===== src/hw/fontDigits.hex =====
// One glyph per line, '0' to '9' then ':', eight row bytes top to bottom, MSB is the left pixel
3C 66 6E 76 66 66 3C 00
18 38 18 18 18 18 7E 00
3C 66 06 0C 18 30 7E 00
3C 66 06 1C 06 66 3C 00
0C 1C 3C 6C 7E 0C 0C 00
7E 60 7C 06 06 66 3C 00
1C 30 60 7C 66 66 3C 00
7E 06 0C 18 30 30 30 00
3C 66 66 3C 66 66 3C 00
3C 66 66 3E 06 0C 38 00
00 18 18 00 00 18 18 00


===== src/hw/rtcDisplayPkg.sv =====
`default_nettype none

package rtcDisplayPkg;

    // VGA 640x480 timing in pixel clocks, both syncs active low
    localparam int H_ACTIVE = 640;
    localparam int H_FRONT  = 16;
    localparam int H_SYNC   = 96;
    localparam int H_BACK   = 48;
    localparam int H_TOTAL  = H_ACTIVE + H_FRONT + H_SYNC + H_BACK;  // 800 clocks per line

    localparam int V_ACTIVE = 480;
    localparam int V_FRONT  = 10;
    localparam int V_SYNC   = 2;
    localparam int V_BACK   = 33;
    localparam int V_TOTAL  = V_ACTIVE + V_FRONT + V_SYNC + V_BACK;  // 525 lines per frame

    localparam int COORD_W = 10;
    typedef logic [COORD_W-1:0] pixelCoord;

    // RTC fields in Wishbone address order
    localparam int FIELD_COUNT = 6;
    localparam int FIELD_SEC   = 0;
    localparam int FIELD_MIN   = 1;
    localparam int FIELD_HOUR  = 2;
    localparam int FIELD_DATE  = 3;
    localparam int FIELD_MONTH = 4;
    localparam int FIELD_YEAR  = 5;
    localparam int FIELD_MAX   = 99;               // Two decimal digits at most

    typedef logic [6:0] asciiChar;
    typedef asciiChar [1:0] fieldDigits;
    localparam int DIGIT_TENS  = 1;
    localparam int DIGIT_UNITS = 0;

    // "hh:mm:ss  DD:MM:YY"
    localparam int TEXT_LEN = 18;

    // Font ROM holds '0'..'9' and ':' only
    localparam asciiChar GLYPH_BASE = 7'h30;
    localparam int GLYPH_COUNT  = 11;
    localparam int FONT_ROWS    = 8;
    localparam int GLYPH_IDX_W  = $clog2(GLYPH_COUNT);
    localparam int ROW_W        = $clog2(FONT_ROWS);
    localparam int GLYPH_ADDR_W = GLYPH_IDX_W + ROW_W;  // Glyph index above row

    typedef logic [11:0] rgbColor;                  // 4 bits each of R, G, B
    localparam rgbColor COLOR_FG = 12'hFFE;
    localparam rgbColor COLOR_BG = 12'h111;

endpackage

`default_nettype wire


===== src/hw/vgaTimingIf.sv =====
`timescale 1ns/1ps
`default_nettype none

// Raw timing straight from the counters, same cycle
interface vgaTimingIf;
    import rtcDisplayPkg::*;

    logic      hsync;      // Active low
    logic      vsync;      // Active low
    logic      videoOn;
    pixelCoord pixelX;
    pixelCoord pixelY;
    logic      frameEnd;   // First cycle of line 480

    modport source (
        output hsync, vsync, videoOn, pixelX, pixelY, frameEnd
    );

    modport sink (
        input hsync, vsync, videoOn, pixelX, pixelY, frameEnd
    );

endinterface

`default_nettype wire


===== src/hw/vgaSync.sv =====
`timescale 1ns/1ps
`default_nettype none

module vgaSync (
    input  logic clk,
    input  logic rst,
    vgaTimingIf.source timing
);
    import rtcDisplayPkg::*;

    // Sync pulse windows inside the line and the frame
    localparam pixelCoord HS_START = pixelCoord'(H_ACTIVE + H_FRONT);
    localparam pixelCoord HS_END   = pixelCoord'(H_ACTIVE + H_FRONT + H_SYNC);
    localparam pixelCoord VS_START = pixelCoord'(V_ACTIVE + V_FRONT);
    localparam pixelCoord VS_END   = pixelCoord'(V_ACTIVE + V_FRONT + V_SYNC);
    localparam pixelCoord H_LAST   = pixelCoord'(H_TOTAL - 1);
    localparam pixelCoord V_LAST   = pixelCoord'(V_TOTAL - 1);

    pixelCoord hCount;   // 0..799
    pixelCoord vCount;   // 0..524
    logic      lineEnd;

    assign lineEnd = (hCount == H_LAST);

    ////////////////////////////////////////////////////////////
    // Pixel and line counters
    ////////////////////////////////////////////////////////////

    always_ff @(posedge clk) begin
        if (rst) begin
            hCount <= '0;
            vCount <= '0;
        end else begin
            if (lineEnd) begin
                hCount <= '0;
            end else begin
                hCount <= hCount + 1'b1;
            end

            if (lineEnd) begin          // Line count steps once per line
                if (vCount == V_LAST) begin
                    vCount <= '0;
                end else begin
                    vCount <= vCount + 1'b1;
                end
            end
        end
    end

    ////////////////////////////////////////////////////////////
    // Decoded timing, unregistered
    ////////////////////////////////////////////////////////////

    // Renderer pipeline registers these along with the pixel
    assign timing.hsync   = ~((hCount >= HS_START) && (hCount < HS_END));
    assign timing.vsync   = ~((vCount >= VS_START) && (vCount < VS_END));
    assign timing.videoOn = (hCount < pixelCoord'(H_ACTIVE))
                            && (vCount < pixelCoord'(V_ACTIVE));

    assign timing.pixelX = hCount;
    assign timing.pixelY = vCount;

    // Start of vertical blanking, one clock only
    assign timing.frameEnd = (vCount == pixelCoord'(V_ACTIVE)) && (hCount == '0);

endmodule

`default_nettype wire


===== src/hw/rtcFieldRegs.sv =====
`timescale 1ns/1ps
`default_nettype none

module rtcFieldRegs (
    input  logic       clk,
    input  logic       rst,
    input  logic       frameEnd,
    input  logic       wbCyc,
    input  logic       wbStb,
    input  logic       wbWe,
    input  logic [2:0] wbAdr,
    input  logic [7:0] wbDatW,
    output logic [7:0] wbDatR,
    output logic       wbAck,
    output rtcDisplayPkg::fieldDigits fieldText [rtcDisplayPkg::FIELD_COUNT]
);
    import rtcDisplayPkg::*;

    localparam int VALUE_W = $clog2(FIELD_MAX + 1);   // 7 bits hold 0..99

    logic [VALUE_W-1:0] shadow [FIELD_COUNT];         // Binary values, bus side
    fieldDigits         shadowText [FIELD_COUNT];     // Same values as ASCII

    logic request;
    logic fieldHit;
    logic inRange;

    ////////////////////////////////////////////////////////////
    // Wishbone classic slave
    ////////////////////////////////////////////////////////////

    // New request only while ack is low, so ack never stretches
    assign request  = wbCyc & wbStb & ~wbAck;
    assign fieldHit = (wbAdr < 3'(FIELD_COUNT));      // 6 and 7 are holes
    assign inRange  = (wbDatW <= 8'(FIELD_MAX));

    always_ff @(posedge clk) begin
        if (rst) begin
            wbAck <= 1'b0;
        end else begin
            wbAck <= request;
        end
    end

    // Write lands together with the ack
    always_ff @(posedge clk) begin
        for (int i = 0; i < FIELD_COUNT; i++) begin
            if (rst) begin
                shadow[i] <= '0;
            end else if (request && wbWe && fieldHit && inRange
                         && (wbAdr == 3'(i))) begin
                shadow[i] <= VALUE_W'(wbDatW);
            end
        end
    end

    // Read data valid in the ack cycle
    always_ff @(posedge clk) begin
        if (request) begin
            wbDatR <= fieldHit ? 8'(shadow[wbAdr]) : 8'h00;  // Holes read as zero
        end
    end

    ////////////////////////////////////////////////////////////
    // Binary to ASCII, then commit at vertical blanking
    ////////////////////////////////////////////////////////////

    always_comb begin
        for (int i = 0; i < FIELD_COUNT; i++) begin
            shadowText[i][DIGIT_TENS]  = GLYPH_BASE + asciiChar'(shadow[i] / VALUE_W'(10));
            shadowText[i][DIGIT_UNITS] = GLYPH_BASE + asciiChar'(shadow[i] % VALUE_W'(10));
        end
    end

    // Whole set swaps at once, no torn frame
    always_ff @(posedge clk) begin
        for (int i = 0; i < FIELD_COUNT; i++) begin
            if (rst) begin
                fieldText[i] <= {GLYPH_BASE, GLYPH_BASE};   // "00"
            end else if (frameEnd) begin
                fieldText[i] <= shadowText[i];
            end
        end
    end

endmodule

`default_nettype wire


===== src/hw/fontRom.sv =====
`timescale 1ns/1ps
`default_nettype none

module fontRom (
    input  logic clk,
    input  logic [rtcDisplayPkg::GLYPH_ADDR_W-1:0] glyphAddr,
    output logic [7:0] glyphRow
);
    import rtcDisplayPkg::*;

    localparam int DEPTH = GLYPH_COUNT * FONT_ROWS;   // 88 row bytes

    // '0'..'9' then ':', top row first, MSB is the left pixel
    logic [7:0] rom [DEPTH];

    initial begin
        $readmemh("/design/src/hw/fontDigits.hex", rom);
    end

    // Registered read, one clock of latency
    always_ff @(posedge clk) begin
        glyphRow <= rom[glyphAddr];
    end

endmodule

`default_nettype wire


===== src/hw/textRenderer.sv =====
`timescale 1ns/1ps
`default_nettype none

module textRenderer #(
    parameter int textOriginX = 256,
    parameter int textOriginY = 232
) (
    input  logic clk,
    input  logic rst,
    vgaTimingIf.sink timing,
    input  rtcDisplayPkg::fieldDigits fieldText [rtcDisplayPkg::FIELD_COUNT],
    output logic [rtcDisplayPkg::GLYPH_ADDR_W-1:0] glyphAddr,
    input  logic [7:0] glyphRow,
    output logic hsync,
    output logic vsync,
    output logic videoOn,
    output rtcDisplayPkg::rgbColor rgb
);
    import rtcDisplayPkg::*;

    localparam int CELL_W     = 8;                    // 8x8 font
    localparam int CELL_SHIFT = $clog2(CELL_W);

    localparam pixelCoord TEXT_X0 = pixelCoord'(textOriginX);
    localparam pixelCoord TEXT_X1 = pixelCoord'(textOriginX + TEXT_LEN * CELL_W);
    localparam pixelCoord TEXT_Y0 = pixelCoord'(textOriginY);
    localparam pixelCoord TEXT_Y1 = pixelCoord'(textOriginY + FONT_ROWS);

    localparam asciiChar CHAR_COLON = 7'h3A;
    localparam asciiChar CHAR_SPACE = 7'h20;

    pixelCoord relX;
    pixelCoord relY;
    logic [COORD_W-CELL_SHIFT-1:0] charIdx;           // Cell along the line
    asciiChar charCode;
    logic inBox;
    logic isGlyph;
    logic [GLYPH_IDX_W-1:0] glyphIdx;

    // Stage 1, aligned with the ROM read
    logic                  d1Glyph;
    logic                  d1Video;
    logic                  d1Hsync;
    logic                  d1Vsync;
    logic [CELL_SHIFT-1:0] d1Col;

    ////////////////////////////////////////////////////////////
    // Character cell lookup
    ////////////////////////////////////////////////////////////

    assign relX    = timing.pixelX - TEXT_X0;
    assign relY    = timing.pixelY - TEXT_Y0;
    assign charIdx = relX[COORD_W-1:CELL_SHIFT];

    assign inBox = timing.videoOn
                   && (timing.pixelX >= TEXT_X0) && (timing.pixelX < TEXT_X1)
                   && (timing.pixelY >= TEXT_Y0) && (timing.pixelY < TEXT_Y1);

    always_comb begin
        case (charIdx)
            0:  charCode = fieldText[FIELD_HOUR][DIGIT_TENS];
            1:  charCode = fieldText[FIELD_HOUR][DIGIT_UNITS];
            3:  charCode = fieldText[FIELD_MIN][DIGIT_TENS];
            4:  charCode = fieldText[FIELD_MIN][DIGIT_UNITS];
            6:  charCode = fieldText[FIELD_SEC][DIGIT_TENS];
            7:  charCode = fieldText[FIELD_SEC][DIGIT_UNITS];
            10: charCode = fieldText[FIELD_DATE][DIGIT_TENS];
            11: charCode = fieldText[FIELD_DATE][DIGIT_UNITS];
            13: charCode = fieldText[FIELD_MONTH][DIGIT_TENS];
            14: charCode = fieldText[FIELD_MONTH][DIGIT_UNITS];
            16: charCode = fieldText[FIELD_YEAR][DIGIT_TENS];
            17: charCode = fieldText[FIELD_YEAR][DIGIT_UNITS];
            2, 5, 12, 15: charCode = CHAR_COLON;
            default: charCode = CHAR_SPACE;            // Gap at 8 and 9
        endcase
    end

    // Spaces never touch the ROM
    assign isGlyph   = inBox && (charCode != CHAR_SPACE);
    assign glyphIdx  = isGlyph ? GLYPH_IDX_W'(charCode - GLYPH_BASE) : '0;
    assign glyphAddr = {glyphIdx, relY[ROW_W-1:0]};

    ////////////////////////////////////////////////////////////
    // Two-stage pixel pipeline
    ////////////////////////////////////////////////////////////

    always_ff @(posedge clk) begin
        if (rst) begin
            d1Glyph <= 1'b0;
            d1Video <= 1'b0;
            d1Hsync <= 1'b1;
            d1Vsync <= 1'b1;
        end else begin
            d1Glyph <= isGlyph;
            d1Video <= timing.videoOn;
            d1Hsync <= timing.hsync;
            d1Vsync <= timing.vsync;
        end
        d1Col <= relX[CELL_SHIFT-1:0];                 // Column inside the cell
    end

    always_ff @(posedge clk) begin
        if (rst) begin
            hsync   <= 1'b1;
            vsync   <= 1'b1;
            videoOn <= 1'b0;
            rgb     <= '0;
        end else begin
            hsync   <= d1Hsync;
            vsync   <= d1Vsync;
            videoOn <= d1Video;
            if (!d1Video) begin
                rgb <= '0;                             // Black during blanking
            end else if (d1Glyph && glyphRow[~d1Col]) begin  // Leftmost pixel is bit 7
                rgb <= COLOR_FG;
            end else begin
                rgb <= COLOR_BG;
            end
        end
    end

endmodule

`default_nettype wire


===== src/hw/rtcDisplayTop.sv =====
`timescale 1ns/1ps
`default_nettype none

module rtcDisplayTop #(
    parameter int textOriginX = 256,
    parameter int textOriginY = 232
) (
    input  logic       clk,
    input  logic       rst,
    // Wishbone classic slave
    input  logic       wbCyc,
    input  logic       wbStb,
    input  logic       wbWe,
    input  logic [2:0] wbAdr,
    input  logic [7:0] wbDatW,
    output logic [7:0] wbDatR,
    output logic       wbAck,
    // VGA out
    output logic       hsync,
    output logic       vsync,
    output logic       videoOn,
    output rtcDisplayPkg::rgbColor rgb
);
    import rtcDisplayPkg::*;

    vgaTimingIf timing ();

    logic                    frameEnd;
    fieldDigits              fieldText [FIELD_COUNT];   // Display copy
    logic [GLYPH_ADDR_W-1:0] glyphAddr;
    logic [7:0]              glyphRow;

    assign frameEnd = timing.frameEnd;

    vgaSync syncGen (
        .clk    (clk),
        .rst    (rst),
        .timing (timing.source)
    );

    rtcFieldRegs fieldRegs (
        .clk       (clk),
        .rst       (rst),
        .frameEnd  (frameEnd),
        .wbCyc     (wbCyc),
        .wbStb     (wbStb),
        .wbWe      (wbWe),
        .wbAdr     (wbAdr),
        .wbDatW    (wbDatW),
        .wbDatR    (wbDatR),
        .wbAck     (wbAck),
        .fieldText (fieldText)
    );

    textRenderer #(
        .textOriginX (textOriginX),
        .textOriginY (textOriginY)
    ) renderer (
        .clk       (clk),
        .rst       (rst),
        .timing    (timing.sink),
        .fieldText (fieldText),
        .glyphAddr (glyphAddr),
        .glyphRow  (glyphRow),
        .hsync     (hsync),
        .vsync     (vsync),
        .videoOn   (videoOn),
        .rgb       (rgb)
    );

    fontRom font (
        .clk       (clk),
        .glyphAddr (glyphAddr),
        .glyphRow  (glyphRow)
    );

endmodule

`default_nettype wire


===== config.mk =====
export PLATFORM = sky130hd
export DESIGN_NAME = rtcDisplayTop
export DESIGN_NICKNAME = d
export VERILOG_FILES = /design/src/hw/rtcDisplayPkg.sv /design/src/hw/vgaTimingIf.sv /design/src/hw/vgaSync.sv /design/src/hw/rtcFieldRegs.sv /design/src/hw/fontRom.sv /design/src/hw/textRenderer.sv /design/src/hw/rtcDisplayTop.sv
export SDC_FILE = /design/constraint.sdc
export NUM_CORES = 1
export LEC_CHECK = 0
export ABC_AREA = 1
export BUFFER_PORTS_ARGS = -buffer_cell sky130_fd_sc_hd__buf_2
export CAP_MARGIN = 20
export CORE_UTILIZATION = 50
export CTS_BUF_LIST = sky130_fd_sc_hd__clkbuf_4 sky130_fd_sc_hd__clkbuf_8 sky130_fd_sc_hd__clkbuf_16
export CTS_CLUSTER_DIAMETER = 80
export DETAILED_ROUTE_END_ITERATION = 12
export GPL_TIMING_DRIVEN = 0
export MAX_ROUTING_LAYER = met4
export PLACE_DENSITY = 0.64
export SKIP_CTS_REPAIR_TIMING = 1
export SYNTH_ARGS = -nofsm -noshare
export SYNTH_HDL_FRONTEND = slang
export SYNTH_HIERARCHICAL = 1
export SYNTH_SLANG_ARGS = --single-unit

===== constraint.sdc =====
create_clock -name clk -period 6.1 [get_ports clk]
set_input_delay 1.525 -clock clk [delete_from_list [all_inputs] [get_ports clk]]
set_output_delay 1.525 -clock clk [all_outputs]
set_load 0.03 [all_outputs]

==> results.yml <==
run_status:
  status: "finished, final reports clean"
power_and_ir_drop:
  internal-power_uw: 1790
  power_frac_seq_pct: 44.0
  p_leak_uw: 0.00508
  p_sw_uw: 623
  p_total_uw: 2410
  power_density_nw_per_um2: 236
  netSwitchingFraction_pct: 25.8
  ir_drop_mv: 0.233
  power_frac_clock_pct: 45.0
  combPwrFrac_pct: 11.0
global_routing:
  antenna_found_initial: 0
  grt_overflow: 0
  grt_pass1_vias: 7712
  grt_max_degree: 17
  grt_use_total_pct: 27.4
  met1_usage_pct: 32.4
  grt_pass1_wl_um: 37700
  use_met3_pct: 4.03
  busiest_layer: "met2"
  met2_usage_pct: 46.8
synthesis:
  synth_area_um2: 9020
  yosysWarnings: 6
  netlist_instances: 1340
  synth_area_per_cell_um2: 6.73
placement:
  port-buffer-count: 38
  gp_congestion: 0.955
  hpwl_um: 17900
  placed_area_um2: 9620
  post-place-ws_ns: 2.25
timing:
  period_share_pct: 56.4
  finalClockSkew_ns: 0.0104
  setup-violations-final: 0
  max_clock_freq_mhz: 291
  hold_violations: 0
  finalMaxSlewViolations: 0
  rsz0062_at_grt: "no"
  worst_pin_slew_ns: 0.759
  timing.slew.headroom_pct: 49.4
  worst_slack_ns: 2.66
  finalCriticalPeriod_ns: 3.44
  fin_setup_tns_ns: 0
die:
  placementRows: 48
  initial_utilization_pct: 51.6
  fp.dieArea_um2: 18600
  io_pins: 40
  core_area_um2: 17500
  fp.dieH_um: 136
  die_w_um: 136
cells_and_area:
  num_antenna_cells: 0
  nets: 1462
  fin_area_um2: 10200
  syn2layout_area_growth_pct: 13.4
  fillers: 1764
  drive_above_1_share_pct: 13.8
  final_core_utilization_pct: 58.6
clock_tree:
  clkSlewWorstSetupHoldPaths_ns: 0.06
  cts_root_buf: "clkbuf_16"
  clock_sinks: 149
  h-tree-depth: 4
  cts_tree: "yes"
  clkLatencyLatePin_ns: 0.43
  clockBufferDepth: 2
  cts_buffers: 17
worst_setup_path:
  critPathCaptureType: "flip-flop"
  cp-start-kind: "input port"
  crit_required_ns: 6.20
  crit_type: "input port to flip-flop"
  path_max_fanout: 8
  worstPathArrival_ns: 3.54
drt:
  drtAntennaViolNets: 0
  num_vias: 8392
  viasPerCell: 5.03
  routed_wl_um: 23300
  drt_iter0_drc: 497
  wire_per_inst_um: 14.0
  route.detailed.drc: 0
  drtPass1Iterations: 5
hold_path:
  hold_class: "flip-flop to flip-flop"
job:
  drv_cap: 0
placed cells by master (no fill, tap or decap), types with 4 or more instances in the layout:
cell	count
inv_6	5
clkbuf_16	17
inv_2	15
xor2_1	6
inv_1	152
buf_4	37
a21oi_1	45
o22ai_1	5
conb_1	37
or2_2	10
nor2_2	12
buf_2	50
o21ai_2	6
nand2_2	28
dfxtp_1	100
mux2i_1	4
a22oi_1	5
nand3_1	144
nand4_1	14
clkbuf_1	16
ha_1	15
o21ai_0	81
edfxtp_1	49
nor2_1	218
nor3_1	10
nand3_2	5
nand2_1	309
o21ai_1	9
worst paths after layout:
check                           slack (ns)  cells after the start                     start                endpoint
worst min register to register        0.39                      0  syncGen/timing.pixelX[1]       renderer/d1Col[1]
worst max register to register        3.09                     20    fieldRegs/shadow[5][4]  fieldRegs/fieldText[6]
worst max-delay path                  2.66                      9                     wbStb  fieldRegs/shadow[3][0]
worst min-delay path                  0.39                      0  syncGen/timing.pixelX[1]       renderer/d1Col[1]
worst max-delay path, cell delays in order:
cell and delay (ns):
buf_2 0.08, nand2_1 0.04, nor2_1 0.51, inv_1 0.14, nor4b_1 0.27, nand2_1 0.14
nor2_1 0.43, nand2_1 0.12, nand2_1 0.28
stage by stage:
step	hold slack, ns	std cells
final	0.394	1669
after global routing	0.414	1669
after CTS	0.398	1669
after detailed placement	0.387	1637
after global placement	0.386	1637
after floorplan	0.368	1374
registers in the layout, summed over array words and instances, names as in the netlist:
register and cells:
renderer/d1Vsync 1, renderer/rgb 3, fieldRegs/fieldText 66, renderer/d1Col 3, renderer/d1Hsync 1, fieldRegs/shadow 42
renderer/hsync 1, fieldRegs/wbAck 1, fieldRegs/wbDatR 7, syncGen/timing.pixelY 10, renderer/d1Video 1, syncGen/timing.pixelX 10
renderer/videoOn 1, renderer/vsync 1, renderer/d1Glyph 1
layer usage:
layer  routed length, µm  share of wire, %  vias up
li1                    -                 -     4432
met1               10500                45     3749
met2               11500                49      174
met3                 860               3.7       37
met4                 538               2.3        0
met5                   0                 0        -
power by group through the flow:
stage | combinational (µW) | clock, µW | sequential (µW)
after floorplan | 196 | 0 | 1080
after global placement | 259 | 0 | 1080
after detailed placement | 263 | 0 | 1080
after CTS | 264 | 1100 | 1060
after global routing | 301 | 1140 | 1060
final | 266 | 1080 | 1060
layout make-up:
cell class | instances | area, µm² | share of cell area [%]
multi-input cells | 988 | 4630 | 45.2
flip-flops and latches | 149 | 3470 | 33.9
inverters | 168 | 631 | 6.16
clock buffers | 19 | 440 | 4.30
plain buffers | 69 | 420 | 4.11
well taps | 225 | 282 | 2.75
repair buffers | 38 | 190 | 1.86
clock inverters | 13 | 170 | 1.66
(Power assumes the default switching activity.)
